$ cat src/pkt_gen_pkg.sv
// Packet generator shared definitions
// Widths, limits, register map and state/payload encodings
package pkt_gen_pkg;

    ////////////////////////////////////////////////////////////////////////////
    // Stream and port sizing

    localparam int DATA_BYTES = 4;
    localparam int DATA_W     = 32;
    localparam int NUM_PORTS  = 2;

    // Packet length limits in bytes
    localparam int MTU_BYTES  = 1500;
    localparam int MIN_BLEN   = 64;
    localparam int BLEN_W     = 11;

    localparam int CNT_W      = 32;
    localparam int REG_DATA_W = 32;
    localparam int REG_ADDR_W = 4;

    localparam logic [DATA_W-1:0] LFSR_SEED = 32'hACE1_2468;

    ////////////////////////////////////////////////////////////////////////////
    // Encodings

    typedef enum logic {
        GEN_IDLE = 1'b0,
        GEN_SEND = 1'b1
    } gen_state_e;

    typedef enum logic {
        PAYLOAD_INC  = 1'b0,
        PAYLOAD_LFSR = 1'b1
    } payload_e;

    // Bit i of enable/payload/clear belongs to port i
    typedef enum logic [REG_ADDR_W-1:0] {
        REG_ENABLE    = 4'd0,
        REG_PAYLOAD   = 4'd1,
        REG_CLEAR     = 4'd2,
        REG_FRAMES_P0 = 4'd4,
        REG_FRAMES_P1 = 4'd5,
        REG_BYTES_P0  = 4'd6,
        REG_BYTES_P1  = 4'd7
    } reg_addr_e;

endpackage

$ cat src/stream_if.sv
// Word stream with keep and last, one per generator port
`timescale 1ns/1ps

interface stream_if ();
    import pkt_gen_pkg::*;

    logic [DATA_W-1:0]     tdata;
    logic [DATA_BYTES-1:0] tkeep;
    logic                  tvalid;
    logic                  tlast;
    logic                  tready;

    // Generator side
    modport source (
        output tdata, tkeep, tvalid, tlast,
        input  tready
    );

    // Statistics side, observes only
    modport monitor (
        input tdata, tkeep, tvalid, tlast, tready
    );

endinterface

$ cat src/frame_counters.sv
// Per-port frame and byte statistics
// Counts transferred beats on each stream, cleared per port by mask
`timescale 1ns/1ps

module frame_counters (
    input  logic                                phys_port_clk_ifc,
    input  logic                                rst_n,
    input  logic [pkt_gen_pkg::NUM_PORTS-1:0]   clear_mask,
    stream_if.monitor                           streams [pkt_gen_pkg::NUM_PORTS],
    output logic [pkt_gen_pkg::CNT_W-1:0]       frame_cnt [pkt_gen_pkg::NUM_PORTS],
    output logic [pkt_gen_pkg::CNT_W-1:0]       byte_cnt [pkt_gen_pkg::NUM_PORTS]
);
    import pkt_gen_pkg::*;

    for (genvar p = 0; p < NUM_PORTS; p++) begin : g_port
        logic                  beat;
        logic                  frame_end;
        logic [DATA_BYTES-1:0] keep;

        assign beat      = streams[p].tvalid && streams[p].tready;
        assign frame_end = beat && streams[p].tlast;
        assign keep      = streams[p].tkeep;

        // Clear takes priority over a same-cycle beat
        always_ff @(posedge phys_port_clk_ifc or negedge rst_n) begin
            if (!rst_n) begin
                frame_cnt[p] <= '0;
                byte_cnt[p]  <= '0;
            end else if (clear_mask[p]) begin
                frame_cnt[p] <= '0;
                byte_cnt[p]  <= '0;
            end else if (beat) begin
                byte_cnt[p] <= byte_cnt[p] + CNT_W'($countones(keep));
                if (frame_end) begin
                    frame_cnt[p] <= frame_cnt[p] + CNT_W'(1);
                end
            end
        end
    end

endmodule

$ cat src/pkt_gen_port.sv
// Single port packet generator
// Streams one packet per request with incrementing or LFSR payload
`timescale 1ns/1ps

module pkt_gen_port (
    input  logic                             phys_port_clk_ifc,
    input  logic                             rst_n,
    input  logic                             enable,
    input  pkt_gen_pkg::payload_e            payload_sel,
    input  logic                             send_req,
    input  logic [pkt_gen_pkg::BLEN_W-1:0]   send_blen,
    output logic                             busy,
    stream_if.source                         stream
);
    import pkt_gen_pkg::*;

    gen_state_e            state;
    payload_e              payload_q;
    logic [BLEN_W-1:0]     bytes_left;
    logic [7:0]            byte_base;
    logic [DATA_W-1:0]     lfsr;
    logic [DATA_W-1:0]     raw_word;
    logic [DATA_BYTES-1:0] keep;
    logic                  last_word;
    logic                  start;
    logic                  beat;
    logic                  lfsr_fb;

    assign start   = (state == GEN_IDLE) && enable && send_req;
    assign beat    = (state == GEN_SEND) && stream.tready;
    assign lfsr_fb = lfsr[31] ^ lfsr[21] ^ lfsr[1] ^ lfsr[0];

    ////////////////////////////////////////////////////////////////////////////
    // Control

    always_ff @(posedge phys_port_clk_ifc or negedge rst_n) begin
        if (!rst_n) begin
            state      <= GEN_IDLE;
            payload_q  <= PAYLOAD_INC;
            bytes_left <= '0;
        end else begin
            case (state)
                GEN_IDLE: begin
                    if (start) begin
                        state      <= GEN_SEND;
                        payload_q  <= payload_sel;
                        bytes_left <= send_blen;
                    end
                end
                GEN_SEND: begin
                    if (beat) begin
                        if (last_word) begin
                            state      <= GEN_IDLE;
                            bytes_left <= '0;
                        end else begin
                            bytes_left <= bytes_left - BLEN_W'(DATA_BYTES);
                        end
                    end
                end
                default: state <= GEN_IDLE;
            endcase
        end
    end

    ////////////////////////////////////////////////////////////////////////////
    // Payload sources, advance only on an accepted beat

    always_ff @(posedge phys_port_clk_ifc) begin
        if (start) begin
            byte_base <= 8'h00;
            lfsr      <= LFSR_SEED;
        end else if (beat) begin
            byte_base <= byte_base + 8'(DATA_BYTES);
            lfsr      <= {lfsr[DATA_W-2:0], lfsr_fb};
        end
    end

    // Lane i is live while more than i bytes remain
    always_comb begin
        for (int i = 0; i < DATA_BYTES; i++) begin
            keep[i] = (bytes_left > BLEN_W'(i));
        end
    end

    always_comb begin
        for (int i = 0; i < DATA_BYTES; i++) begin
            if (payload_q == PAYLOAD_LFSR) begin
                raw_word[8*i +: 8] = lfsr[8*i +: 8];
            end else begin
                raw_word[8*i +: 8] = byte_base + 8'(i);
            end
        end
    end

    assign last_word = (bytes_left <= BLEN_W'(DATA_BYTES));

    always_comb begin
        for (int i = 0; i < DATA_BYTES; i++) begin
            stream.tdata[8*i +: 8] = keep[i] ? raw_word[8*i +: 8] : 8'h00;
        end
    end

    assign stream.tkeep  = keep;
    assign stream.tvalid = (state == GEN_SEND);
    assign stream.tlast  = (state == GEN_SEND) && last_word;
    assign busy          = (state == GEN_SEND);

    ////////////////////////////////////////////////////////////////////////////
    // Checks

    // Stalled beat keeps its contents until taken
    assert property (@(posedge phys_port_clk_ifc) disable iff (!rst_n)
        stream.tvalid && !stream.tready |=> stream.tvalid && $stable(stream.tdata)
            && $stable(stream.tkeep) && $stable(stream.tlast))
        else $error("stream changed while stalled");

    assert property (@(posedge phys_port_clk_ifc) disable iff (!rst_n)
        $rose(busy) |-> bytes_left >= BLEN_W'(MIN_BLEN) && bytes_left <= BLEN_W'(MTU_BYTES))
        else $error("packet length out of range: %0d", bytes_left);

endmodule

$ cat src/pkt_gen_regs.sv
// Register block for port control and counter readback
// Plain read/write strobes, read data returned one cycle later
`timescale 1ns/1ps

module pkt_gen_regs (
    input  logic                                 phys_port_clk_ifc,
    input  logic                                 rst_n,
    input  logic                                 reg_write,
    input  logic                                 reg_read,
    input  logic [pkt_gen_pkg::REG_ADDR_W-1:0]   reg_addr,
    input  logic [pkt_gen_pkg::REG_DATA_W-1:0]   reg_wdata,
    output logic [pkt_gen_pkg::REG_DATA_W-1:0]   reg_rdata,
    output logic                                 reg_rvalid,
    output logic [pkt_gen_pkg::NUM_PORTS-1:0]    port_enable,
    output pkt_gen_pkg::payload_e                payload_sel [pkt_gen_pkg::NUM_PORTS],
    output logic [pkt_gen_pkg::NUM_PORTS-1:0]    clear_mask,
    input  logic [pkt_gen_pkg::CNT_W-1:0]        frame_cnt [pkt_gen_pkg::NUM_PORTS],
    input  logic [pkt_gen_pkg::CNT_W-1:0]        byte_cnt [pkt_gen_pkg::NUM_PORTS]
);
    import pkt_gen_pkg::*;

    logic [REG_DATA_W-1:0] rd_data;

    ////////////////////////////////////////////////////////////////////////////
    // Write side

    always_ff @(posedge phys_port_clk_ifc or negedge rst_n) begin
        if (!rst_n) begin
            port_enable <= '0;
            payload_sel <= '{default: PAYLOAD_INC};
            clear_mask  <= '0;
            reg_rvalid  <= 1'b0;
        end else begin
            // Clear is a single cycle pulse
            clear_mask <= '0;
            reg_rvalid <= reg_read;
            if (reg_write) begin
                case (reg_addr)
                    REG_ENABLE: begin
                        port_enable <= reg_wdata[NUM_PORTS-1:0];
                    end
                    REG_PAYLOAD: begin
                        for (int p = 0; p < NUM_PORTS; p++) begin
                            payload_sel[p] <= payload_e'(reg_wdata[p]);
                        end
                    end
                    REG_CLEAR: begin
                        clear_mask <= reg_wdata[NUM_PORTS-1:0];
                    end
                    default: ;
                endcase
            end
        end
    end

    ////////////////////////////////////////////////////////////////////////////
    // Read side

    always_comb begin
        rd_data = '0;
        case (reg_addr)
            REG_ENABLE: begin
                rd_data[NUM_PORTS-1:0] = port_enable;
            end
            REG_PAYLOAD: begin
                for (int p = 0; p < NUM_PORTS; p++) begin
                    rd_data[p] = payload_sel[p];
                end
            end
            REG_FRAMES_P0: rd_data = frame_cnt[0];
            REG_FRAMES_P1: rd_data = frame_cnt[1];
            REG_BYTES_P0:  rd_data = byte_cnt[0];
            REG_BYTES_P1:  rd_data = byte_cnt[1];
            // Clear and unmapped addresses read as zero
            default: rd_data = '0;
        endcase
    end

    always_ff @(posedge phys_port_clk_ifc) begin
        if (reg_read) begin
            reg_rdata <= rd_data;
        end
    end

    assert property (@(posedge phys_port_clk_ifc) disable iff (!rst_n)
        !(reg_read && reg_write))
        else $error("register read and write in the same cycle");

endmodule

$ cat src/pkt_gen_top.sv
// Two-port stream packet generator with frame and byte statistics
`timescale 1ns/1ps

module pkt_gen_top (
    input  logic                                  phys_port_clk_ifc,
    input  logic                                  rst_n,
    input  logic [pkt_gen_pkg::NUM_PORTS-1:0]     send_req,
    input  logic [pkt_gen_pkg::BLEN_W-1:0]        send_blen [pkt_gen_pkg::NUM_PORTS],
    output logic [pkt_gen_pkg::NUM_PORTS-1:0]     busy,
    output logic [pkt_gen_pkg::DATA_W-1:0]        tdata [pkt_gen_pkg::NUM_PORTS],
    output logic [pkt_gen_pkg::DATA_BYTES-1:0]    tkeep [pkt_gen_pkg::NUM_PORTS],
    output logic [pkt_gen_pkg::NUM_PORTS-1:0]     tvalid,
    output logic [pkt_gen_pkg::NUM_PORTS-1:0]     tlast,
    input  logic [pkt_gen_pkg::NUM_PORTS-1:0]     tready,
    input  logic                                  reg_write,
    input  logic                                  reg_read,
    input  logic [pkt_gen_pkg::REG_ADDR_W-1:0]    reg_addr,
    input  logic [pkt_gen_pkg::REG_DATA_W-1:0]    reg_wdata,
    output logic [pkt_gen_pkg::REG_DATA_W-1:0]    reg_rdata,
    output logic                                  reg_rvalid
);
    import pkt_gen_pkg::*;

    logic [NUM_PORTS-1:0] port_enable;
    payload_e             payload_sel [NUM_PORTS];
    logic [NUM_PORTS-1:0] clear_mask;
    logic [CNT_W-1:0]     frame_cnt [NUM_PORTS];
    logic [CNT_W-1:0]     byte_cnt [NUM_PORTS];

    stream_if stream [NUM_PORTS] ();

    ////////////////////////////////////////////////////////////////////////////
    // Generators

    for (genvar p = 0; p < NUM_PORTS; p++) begin : g_port
        pkt_gen_port port_i (
            .phys_port_clk_ifc (phys_port_clk_ifc),
            .rst_n             (rst_n),
            .enable            (port_enable[p]),
            .payload_sel       (payload_sel[p]),
            .send_req          (send_req[p]),
            .send_blen         (send_blen[p]),
            .busy              (busy[p]),
            .stream            (stream[p])
        );

        // Stream out to the pins, back-pressure in
        assign tdata[p]         = stream[p].tdata;
        assign tkeep[p]         = stream[p].tkeep;
        assign tvalid[p]        = stream[p].tvalid;
        assign tlast[p]         = stream[p].tlast;
        assign stream[p].tready = tready[p];
    end

    ////////////////////////////////////////////////////////////////////////////
    // Statistics and control

    frame_counters counters_i (
        .phys_port_clk_ifc (phys_port_clk_ifc),
        .rst_n             (rst_n),
        .clear_mask        (clear_mask),
        .streams           (stream),
        .frame_cnt         (frame_cnt),
        .byte_cnt          (byte_cnt)
    );

    pkt_gen_regs regs_i (
        .phys_port_clk_ifc (phys_port_clk_ifc),
        .rst_n             (rst_n),
        .reg_write         (reg_write),
        .reg_read          (reg_read),
        .reg_addr          (reg_addr),
        .reg_wdata         (reg_wdata),
        .reg_rdata         (reg_rdata),
        .reg_rvalid        (reg_rvalid),
        .port_enable       (port_enable),
        .payload_sel       (payload_sel),
        .clear_mask        (clear_mask),
        .frame_cnt         (frame_cnt),
        .byte_cnt          (byte_cnt)
    );

endmodule

$ cat config.mk
export PLATFORM = sky130hd
export DESIGN_NAME = pkt_gen_top
export DESIGN_NICKNAME = d
export VERILOG_FILES = /design/src/pkt_gen_pkg.sv /design/src/stream_if.sv /design/src/frame_counters.sv /design/src/pkt_gen_port.sv /design/src/pkt_gen_regs.sv /design/src/pkt_gen_top.sv
export SDC_FILE = /design/constraint.sdc
export NUM_CORES = 1
export LEC_CHECK = 0
export BUFFER_PORTS_ARGS = -buffer_cell sky130_fd_sc_hd__buf_2
export CAP_MARGIN = 20
export CORE_UTILIZATION = 45
export CTS_CLUSTER_DIAMETER = 80
export DETAILED_ROUTE_END_ITERATION = 8
export MAX_ROUTING_LAYER = met4
export PLACE_DENSITY = 0.61
export SYNTH_ARGS = -nofsm -noshare
export SYNTH_HDL_FRONTEND = slang
export SYNTH_SLANG_ARGS = --single-unit
$ cat constraint.sdc
create_clock -name phys_port_clk_ifc -period 7.1 [get_ports phys_port_clk_ifc]
set_input_delay 0.71 -clock phys_port_clk_ifc [delete_from_list [all_inputs] [get_ports phys_port_clk_ifc]]
set_output_delay 0.71 -clock phys_port_clk_ifc [all_outputs]
set_load 0.1 [all_outputs]
==> impl_metrics.toml, run 1 <==
[outcome]
status = "finished, final reports clean"

[cts]
cts_buffers = 34
cts_root_buf = "clkbuf_16"
clock_latency_ps = 510
cts_max_level = 2
cts_tree = "done"
cts_resized = 0
hold_buffers = 0
cts_setup_buffers = 0
path_clk_slew_ps = 60
clockBufferDepth = 3
clock-sinks = 269

[synthesis]
synth.distinct_cells = 61
yosysWarnings = 0
avgSynthCellArea_um2 = 8.69
synth-edff-count = 32
synth-seq-area-share_pct = 45.0
ys_async_sr_fraction_pct = 59.9
synth_cells = 1665
synth_most_common_cell = "nand2_1"
syn_area_um2 = 14500
yosysTopAreaCell = "dfrtp_1"
yosys_most_used_dff = "dfrtp_1"
ys_ff_latch = 269
yosysTopAreaCellShare_pct = 27.8
ys_top_cells_by_area = "dfrtp_1 (28%), dfxtp_1 (11%), nand2_1 (6.7%)"
synth_common_cells = "nand2_1 (260), dfrtp_1 (161), a21oi_1 (135)"
synth_nets = 1753

[worst_setup_path]
cpPeakStageDelay_ps = 800
path_delay_family = "simple AND/OR/NAND/NOR gates"
cpMaxStageDelayCell = "or4_1"
crit_path_start_kind = "flop"
crit_top_cell = "inv_1"
crit_path_end_kind = "flop"
rrSetupSlack_ps = 1590
arrival_ps = 5930
cp_max_fo = 25
crit_chain = "nor4_1, nand2_1, buf_4, nor3_1, inv_1, ha_1, inv_1, fa_1, inv_1, ha_1, inv_1, fa_1, nand4b_1, or4_1, or4_1, a21oi_1"
path_class = "reg -> reg"
cp_num_buf_inv = 5
cp.required_ps = 7510
reg2regPathDepth = 16
crit_cells = 16

[pwr]
leakage_nw = 6.99
power_density_nw_per_um2 = 405
total_power_mw = 6.69
vdd_drop_max_mv = 0.599

[timing]
finalSetupTns_ps = 0
timing_hold_violations_final = 0
rsz0062_at_grt = "false"
max_freq_mhz = 181
tightest_slew_ps = 1080
maxSlewHeadroom_pct = 27.0
fin_skew_ps = 19.1
slew_violations = 0
setup_viol = 0
fin_crit_ps = 5510
period_share_pct = 77.7

[routing]
drtIter0Drc = 817
wl_per_cell_um = 18.5
drc = 0
avgViaCountPerCell = 5.89
antenna_left = 0
num_vias = 12900
drtPass1Iterations = 5
wirelength_mm = 40.4

[global_route]
grt_max_degree = 100
grt_pass1_vias = 12200
track_usage_pct = 25.5
gr-total-overflow = 0
grt_pass1_wl_mm = 65.7
antenna_found_initial = 0

[cells_and_area]
nets = 1841
num_antenna_cells = 0
area_growth_pct = 14.2
drive_above_1_share_pct = 15.7

[placed_design]
detailed_place_hpwl_mm = 27.2
finalWeightedCongestion = 0.860
port-buffer-count = 146

[min_path]
hold_path.class = "in -> async"

[run]
maxCapViolations = 0

[floorplan]
start_util_pct = 45.8
die_x_um = 181
die_h_um = 181
die_area_um2 = 32900
pin_count = 177
core_um2 = 31600
placementRows = 65
[registers in the layout, indices dropped and copies added (netlist names), 2 cells and up]
register,cells
counters_i.byte_cnt,64
counters_i.frame_cnt,64
g_port.port_i.busy,2
g_port.port_i.byte_base,12
g_port.port_i.bytes_left,22
g_port.port_i.lfsr,64
g_port.port_i.payload_q,2
regs_i.clear_mask,2
regs_i.payload_sel,2
regs_i.port_enable,2
regs_i.reg_rdata,32
[cell families after synthesis]
| family | synth area share, % |
|---|---|
| muxes | 3.78 |
| xor gates and xnor gates | 2.00 |
| and+or+nand+nor | 26.8 |
| DFF | 45.0 |
| buffers and inverters | 4.76 |
| AOI/OAI and AO/OA | 15.5 |
| adders and majority gates | 2.21 |
[path summary, 6_finish.rpt]
kind	start	end
min	rst_n	counters_i.byte_cnt[54]
max	g_port[1].port_i.bytes_left[7]	counters_i.byte_cnt[25]
max in group asynchronous	rst_n	regs_i.clear_mask[1]
min reg2reg	g_port[0].port_i.lfsr[22]	g_port[0].port_i.lfsr[23]
min in group phys_port_clk_ifc	send_blen[0]	g_port[1].port_i.bytes_left[0]
max reg2reg	g_port[1].port_i.bytes_left[7]	counters_i.byte_cnt[25]
[per-layer routing]
| layer | global-route usage, % | vias up | wire, µm | part of all wire (%) |
|---|---|---|---|---|
| li1 | - | 6190 | - | - |
| met5 | - | - | 0 | 0 |
| met4 | 7.32 | 0 | 957 | 2.4 |
| met2 | 39.8 | 381 | 19000 | 47 |
| met3 | 3.23 | 61 | 2200 | 5.4 |
| met1 | 34.6 | 6219 | 18200 | 45 |
[report_power, final]
| group | internal, mW | switching [mW] |
|---|---|---|
| Sequential | 1.87 | 0.354 |
| Combinational | 0.585 | 2.19 |
| Clock | 1.02 | 0.677 |
| Total | 3.47 | 3.22 |
[worst reg2reg max path, stage by stage (launching register included)]
cell and delay (ps):
dfrtp_1 430, nor4_1 590, nand2_1 110, buf_4 240, nor3_1 640, inv_1 230, ha_1 340, inv_1 40
fa_1 360, inv_1 70, ha_1 160, inv_1 60, fa_1 400, nand4b_1 290, or4_1 800, or4_1 500
a21oi_1 160
[stage by stage]
| step | hold slack (ps) | utilization [%] | setup slack [ps] | cell area [µm²] | instances |
|---|---|---|---|---|---|
| after detailed placement | 442 | 48.6 | 1640 | 15400 | 2117 |
| after CTS | 380 | 52.1 | 1610 | 16500 | 2178 |
| after global placement | 440 | 48.6 | 1690 | 15400 | 2117 |
| after global routing | 400 | 52.2 | 1050 | 16500 | 2180 |
| after floorplan | 414 | - | 1720 | 14500 | 1665 |
| final | 305 | 52.2 | 1590 | 16500 | 2180 |
[cell type report]
type | instances | area, µm²
Fill cell | 2993 | 15100
Multi-Input combinational cell | 1223 | 7290
Sequential cell | 269 | 6510
Timing Repair Buffer | 164 | 912
Clock buffer | 41 | 908
Tap cell | 402 | 503
Inverter | 61 | 229
Clock inverter | 20 | 176
[cells in the final DEF (no fill, tap or decap), types with 5 or more instances in the layout]
cell / Yosys / layout
or2_2: 6 / 6
mux2_2: 45 / 45
nor3_1: 28 / 27
or3_1: 25 / 25
fa_1: 6 / 6
a22oi_1: 68 / 68
edfxtp_1: 32 / 32
clkinv_1: 0 / 8
ha_1: 16 / 16
inv_1: 61 / 61
nand3_1: 85 / 85
buf_2: 2 / 145
xnor2_1: 17 / 17
o21ai_0: 71 / 71
a21oi_1: 135 / 135
clkbuf_1: 88 / 5
a22o_1: 8 / 8
clkinv_2: 0 / 6
or4_1: 56 / 56
nand4_1: 39 / 39
clkbuf_16: 0 / 35
nor2_1: 102 / 100
o31ai_1: 47 / 47
and2_1: 10 / 10
and3_1: 15 / 15
nor4_1: 39 / 39
xor2_1: 16 / 16
nand2b_1: 17 / 17
dfrtp_1: 161 / 159
and4_1: 14 / 14
nand2_1: 260 / 260
nor2b_1: 42 / 41
dfxtp_1: 76 / 76
buf_4: 6 / 16
(Power assumes the default switching activity.)
==> inputs of run 2 (changes only) <==
==> constraint.sdc (replaced) <==
create_clock -name phys_port_clk_ifc -period 5.4 [get_ports phys_port_clk_ifc]
set_input_delay 0.54 -clock phys_port_clk_ifc [delete_from_list [all_inputs] [get_ports phys_port_clk_ifc]]
set_output_delay 0.54 -clock phys_port_clk_ifc [all_outputs]
set_load 0.1 [all_outputs]
==> impl_metrics.toml, run 2 (synthesized netlist as in run 1, its figures left out) <==
[timing]
whs_ps = 58.9
timing_hold_violations_final = 0
fin_crit_ps = 4870
tightest_slew_ps = 1060
setup_ws_ps = 532
fin_skew_ps = 20.3
maxSlewHeadroom_pct = 28.8
period_share_pct = 90.2
slew_violations = 0
rsz0062_at_grt = "false"
finalSetupTns_ps = 0
max_freq_mhz = 205
setup_viol = 0

[global_route]
track_usage_pct = 25.3
grt_pass1_wl_mm = 65.7
antenna_found_initial = 0
gr-total-overflow = 0
grt_max_degree = 99
grt_pass1_vias = 12100

[floorplan]
placementRows = 65
die_h_um = 181
die_area_um2 = 32900
core_um2 = 31600
pin_count = 177
die_x_um = 181
start_util_pct = 45.8

[cts]
path_clk_slew_ps = 60
hold_buffers = 0
clock_latency_ps = 570
clockBufferDepth = 3
cts_setup_buffers = 0
cts_buffers = 31
cts_tree = "done"
cts_max_level = 1
cts_resized = 0
clock-sinks = 269
cts_root_buf = "clkbuf_16"

[pwr]
pwr-share-clk_pct = 23.4
leakage_nw = 6.98
vdd_drop_max_mv = 0.800
p_int_mw = 4.38
power_density_nw_per_um2 = 520
p_comb_share_pct = 42.2
total_power_mw = 8.57
switching_share_pct = 48.9
power_frac_seq_pct = 34.4
p_switching_mw = 4.19

[cells_and_area]
mostFrequentLayoutCell = "nand2_1"
num_antenna_cells = 0
stdcell_count = 2187
multi_input_area_um2 = 7290
final_util_pct = 52.1
largest_registers = "counters_i.byte_cnt (64), counters_i.frame_cnt (64), g_port.port_i.lfsr (64)"
nets = 1848
regArea_um2 = 6510
fillers = 2989
final_design_area_no_fill_um2 = 16500
drive_above_1_share_pct = 16.1
final_cell_mix = "nand2_1 (260), dfrtp_1 (159), buf_2 (145)"
area_growth_pct = 13.8

[outcome]
status = "finished, final reports clean"

[worst_setup_path]
crit_path_start_kind = "flop"
arrival_ps = 5340
crit_path_end_kind = "flop"
critPathLaunch = "g_port[0].port_i.bytes_left[7]"
path_class = "reg -> reg"
cp_max_fo = 10
timing.rr.start = "g_port[0].port_i.bytes_left[7]"
cp.required_ps = 5870
reg2regPathDepth = 16

[routing]
antenna_left = 0
drtPass1Iterations = 6
drtIter0Drc = 1023
num_vias = 12900
wirelength_mm = 40.6
wl_per_cell_um = 18.6
avgViaCountPerCell = 5.92
drc = 0

[placed_design]
dpl_cell_area_um2 = 15500
port-buffer-count = 146
pre_cts_slack_ps = 626
finalWeightedCongestion = 0.870
detailed_place_hpwl_mm = 27.5
dp.cells = 2128

[min_path]
hold_path.class = "in -> async"

[run]
maxCapViolations = 0
==> run 2: changes by cell type in the layout (fill, tap and decap cells not counted), sizes merged <==
cell,delta
bufinv,-2
clkbuf,+1
buf,+10
clkinv,-2
==> run 2: worst max-delay path, stage by stage (launching register included) <==
cell     delay [ps]
dfrtp_1         430
nor4_2          560
nand2_1         240
nor4_2          270
buf_4           210
inv_1           110
ha_1            300
inv_1            50
fa_1            360
inv_1            60
ha_1            150
inv_1            50
fa_1            440
and4b_1         430
nand3_1         360
or4_1           600
a21oi_1         150
==> run 2: cell type report <==
type / count / share of cell area (%)
multi-input cells: 1223 / 44.2
inverters: 61 / 1.39
flip-flops and latches: 269 / 39.5
clock inverters: 16 / 0.608
well taps: 402 / 3.05
repair buffers: 174 / 5.92
clock buffers: 42 / 5.26
==> run 2: final timing paths <==
| check | endpoint | slack, ps |
|---|---|---|
| worst min-delay path | counters_i.byte_cnt[56] | 60 |
| worst max-delay path | counters_i.byte_cnt[59] | 530 |
| worst max register to register | counters_i.byte_cnt[59] | 530 |
| worst min register to register | g_port[1].port_i.lfsr[4] | 450 |
| max in group asynchronous | g_port[1].port_i.bytes_left[10] | 4200 |
| min in group phys_port_clk_ifc | g_port[1].port_i.bytes_left[0] | 190 |
==> run 2: routing by layer <==
metal / vias to the layer above / share of wire, % / track usage (%)
li1: 6208 / - / -
met1: 6271 / 45 / 33.9
met2: 400 / 47 / 40.1
met3: 62 / 5.6 / 3.18
met4: 0 / 2.7 / 7.69
met5: - / 0 / -
==> run 2: power groups by stage <==
stage                     Clock, mW  Combinational (mW)  Sequential (mW)
after floorplan                   0                3.03             2.87
after detailed placement          0                3.59             2.99
after CTS                      2.05                3.60             2.96
after global routing           2.14                3.84             3.01
final                          2.01                3.62             2.95
after global placement            0                3.51             3.00
==> inputs of run 3 (changes only) <==
--- a/config.mk
+++ b/config.mk
@@ -10,6 +10,7 @@
 export CORE_UTILIZATION = 45
 export CTS_CLUSTER_DIAMETER = 80
 export DETAILED_ROUTE_END_ITERATION = 8
+export GPL_TIMING_DRIVEN = 0
 export MAX_ROUTING_LAYER = met4
 export PLACE_DENSITY = 0.61
 export SYNTH_ARGS = -nofsm -noshare
==> impl_metrics.toml, run 3 (synthesized netlist as in run 1, its figures left out) <==
[floorplan]
core_um2 = 31600
die_area_um2 = 32900
die_h_um = 181
pin_count = 177
die_x_um = 181
placementRows = 65
start_util_pct = 45.8

[cts]
cts_buffers = 30
cts_tree = "done"
path_clk_slew_ps = 60
cts_root_buf = "clkbuf_16"
cts_max_level = 1
clock_latency_ps = 560
clockBufferDepth = 3
clock-sinks = 269

[global_route]
gr-total-overflow = 0
track_usage_pct = 27.2
antenna_found_initial = 1
grt_max_degree = 99
grt_pass1_vias = 12500
grt_pass1_wl_mm = 69.6

[placed_design]
port-buffer-count = 146
finalWeightedCongestion = 0.867
detailed_place_hpwl_mm = 31.8
dpl_cell_area_um2 = 15700
dp.cells = 2214

[pwr]
power_density_nw_per_um2 = 515
vdd_drop_max_mv = 0.718
power_frac_seq_pct = 33.4
switching_share_pct = 49.0
leakage_nw = 7.10
p_int_mw = 4.45
p_switching_mw = 4.28
p_comb_share_pct = 43.4
pwr-share-clk_pct = 23.2

[routing]
num_vias = 13500
drtPass1Iterations = 5
drtIter0Drc = 971
antenna_left = 0
drc = 0
wl_per_cell_um = 19.3
avgViaCountPerCell = 5.92
wirelength_mm = 44.1

[worst_setup_path]
arrival_ps = 5480
crit_chain = "nor4_4, nand2_1, nor3_4, buf_12, inv_1, ha_1, inv_1, fa_1, inv_1, ha_1, inv_1, fa_1, and4b_1, clkbuf_1, nand3_1, or4_1, a21oi_1"
crit_path_end_kind = "flop"
cp_num_buf_inv = 6
crit_top_cell = "inv_1"
cpPeakStageDelay_ps = 610
cp.required_ps = 5860
cpMaxStageDelayCell = "or4_1"
crit_path_start_kind = "flop"
cp_max_fo = 10
path_class = "reg -> reg"
path_delay_family = "simple AND/OR/NAND/NOR gates"

[cells_and_area]
stdcell_count = 2284
area_growth_pct = 17.1
final_design_area_no_fill_um2 = 16900
largest_registers = "counters_i.byte_cnt (64), counters_i.frame_cnt (64), g_port.port_i.lfsr (64)"
final_cell_mix = "nand2_1 (259), dfrtp_1 (161), buf_2 (148)"
drive_above_1_share_pct = 15.3
final_util_pct = 53.6
mostFrequentLayoutCell = "nand2_1"
nets = 1945

[timing]
max_freq_mhz = 199
fin_skew_ps = 16.0
slew_violations = 0
setup_viol = 0
maxSlewHeadroom_pct = 44.2
rsz0062_at_grt = "false"
fin_crit_ps = 5020
tightest_slew_ps = 830
timing_hold_violations_final = 0
period_share_pct = 93.0

[min_path]
hold_path.class = "in -> async"

[outcome]
status = "finished, final reports clean"

[run]
maxCapViolations = 0
## run 3: final timing paths
kind	startpoint	to	cells past startpoint	slack (ps)
setup / recovery	g_port[0].port_i.bytes_left[7]	counters_i.byte_cnt[57]	17	380
hold / removal	rst_n	counters_i.frame_cnt[58]	1	60
setup reg to reg	g_port[0].port_i.bytes_left[7]	counters_i.byte_cnt[57]	17	380
hold reg to reg	g_port[1].port_i.lfsr[29]	g_port[1].port_i.lfsr[30]	2	450
max in group asynchronous	rst_n	counters_i.frame_cnt[23]	2	4520
min in group phys_port_clk_ifc	send_blen[1]	g_port[1].port_i.bytes_left[1]	2	220
## run 3: metal layers
layer | global-route usage (%) | vias up | share of wire [%]
li1 | - | 6421 | -
met1 | 37.1 | 6559 | 45
met2 | 42.6 | 471 | 46
met3 | 3.29 | 80 | 6.0
met4 | 7.66 | 0 | 2.8
met5 | - | - | 0
## run 3: what timing repair did
item / in CTS / in global routing
setup buffers: 0 / 13
resized for setup: 18 / 7
cloned: 0 / 0
hold buffers: 0 / 0
pin swaps: 0 / 7
setup endpoints to repair: 30 / 15
## run 3: final cells by class
| class | instances | area [µm²] |
|---|---|---|
| clock buffer | 51 | 921 |
| inverter | 61 | 229 |
| timing repair buffer | 160 | 878 |
| buffer | 112 | 464 |
| multi-input combinational | 1223 | 7380 |
| fill | 2926 | 14700 |
| tap | 402 | 503 |
| antenna | 1 | 2.50 |
| sequential | 269 | 6510 |
| clock inverter | 5 | 52.6 |
## run 3: through the flow
| step | hold WS, ps | setup WS, ps | TNS [ps] | power, mW |
|---|---|---|---|---|
| final | 57.9 | 376 | 0 | 8.74 |
| after global routing | 115 | 43.6 | 0 | 9.13 |
| after CTS | 71.2 | 24.6 | 0 | 8.72 |
| after detailed placement | 445 | -901 | -12870 | 6.65 |
| after global placement | 442 | -914 | -12400 | 6.61 |
| after floorplan | 244 | 16.7 | 0 | 5.90 |
## run 3: power groups by stage
stage	registers, mW	logic, mW	clock network, mW
after floorplan	2.87	3.03	0
after global placement	2.91	3.70	0
after detailed placement	2.92	3.73	0
after CTS	2.90	3.76	2.06
after global routing	2.97	4.03	2.13
final	2.92	3.79	2.03
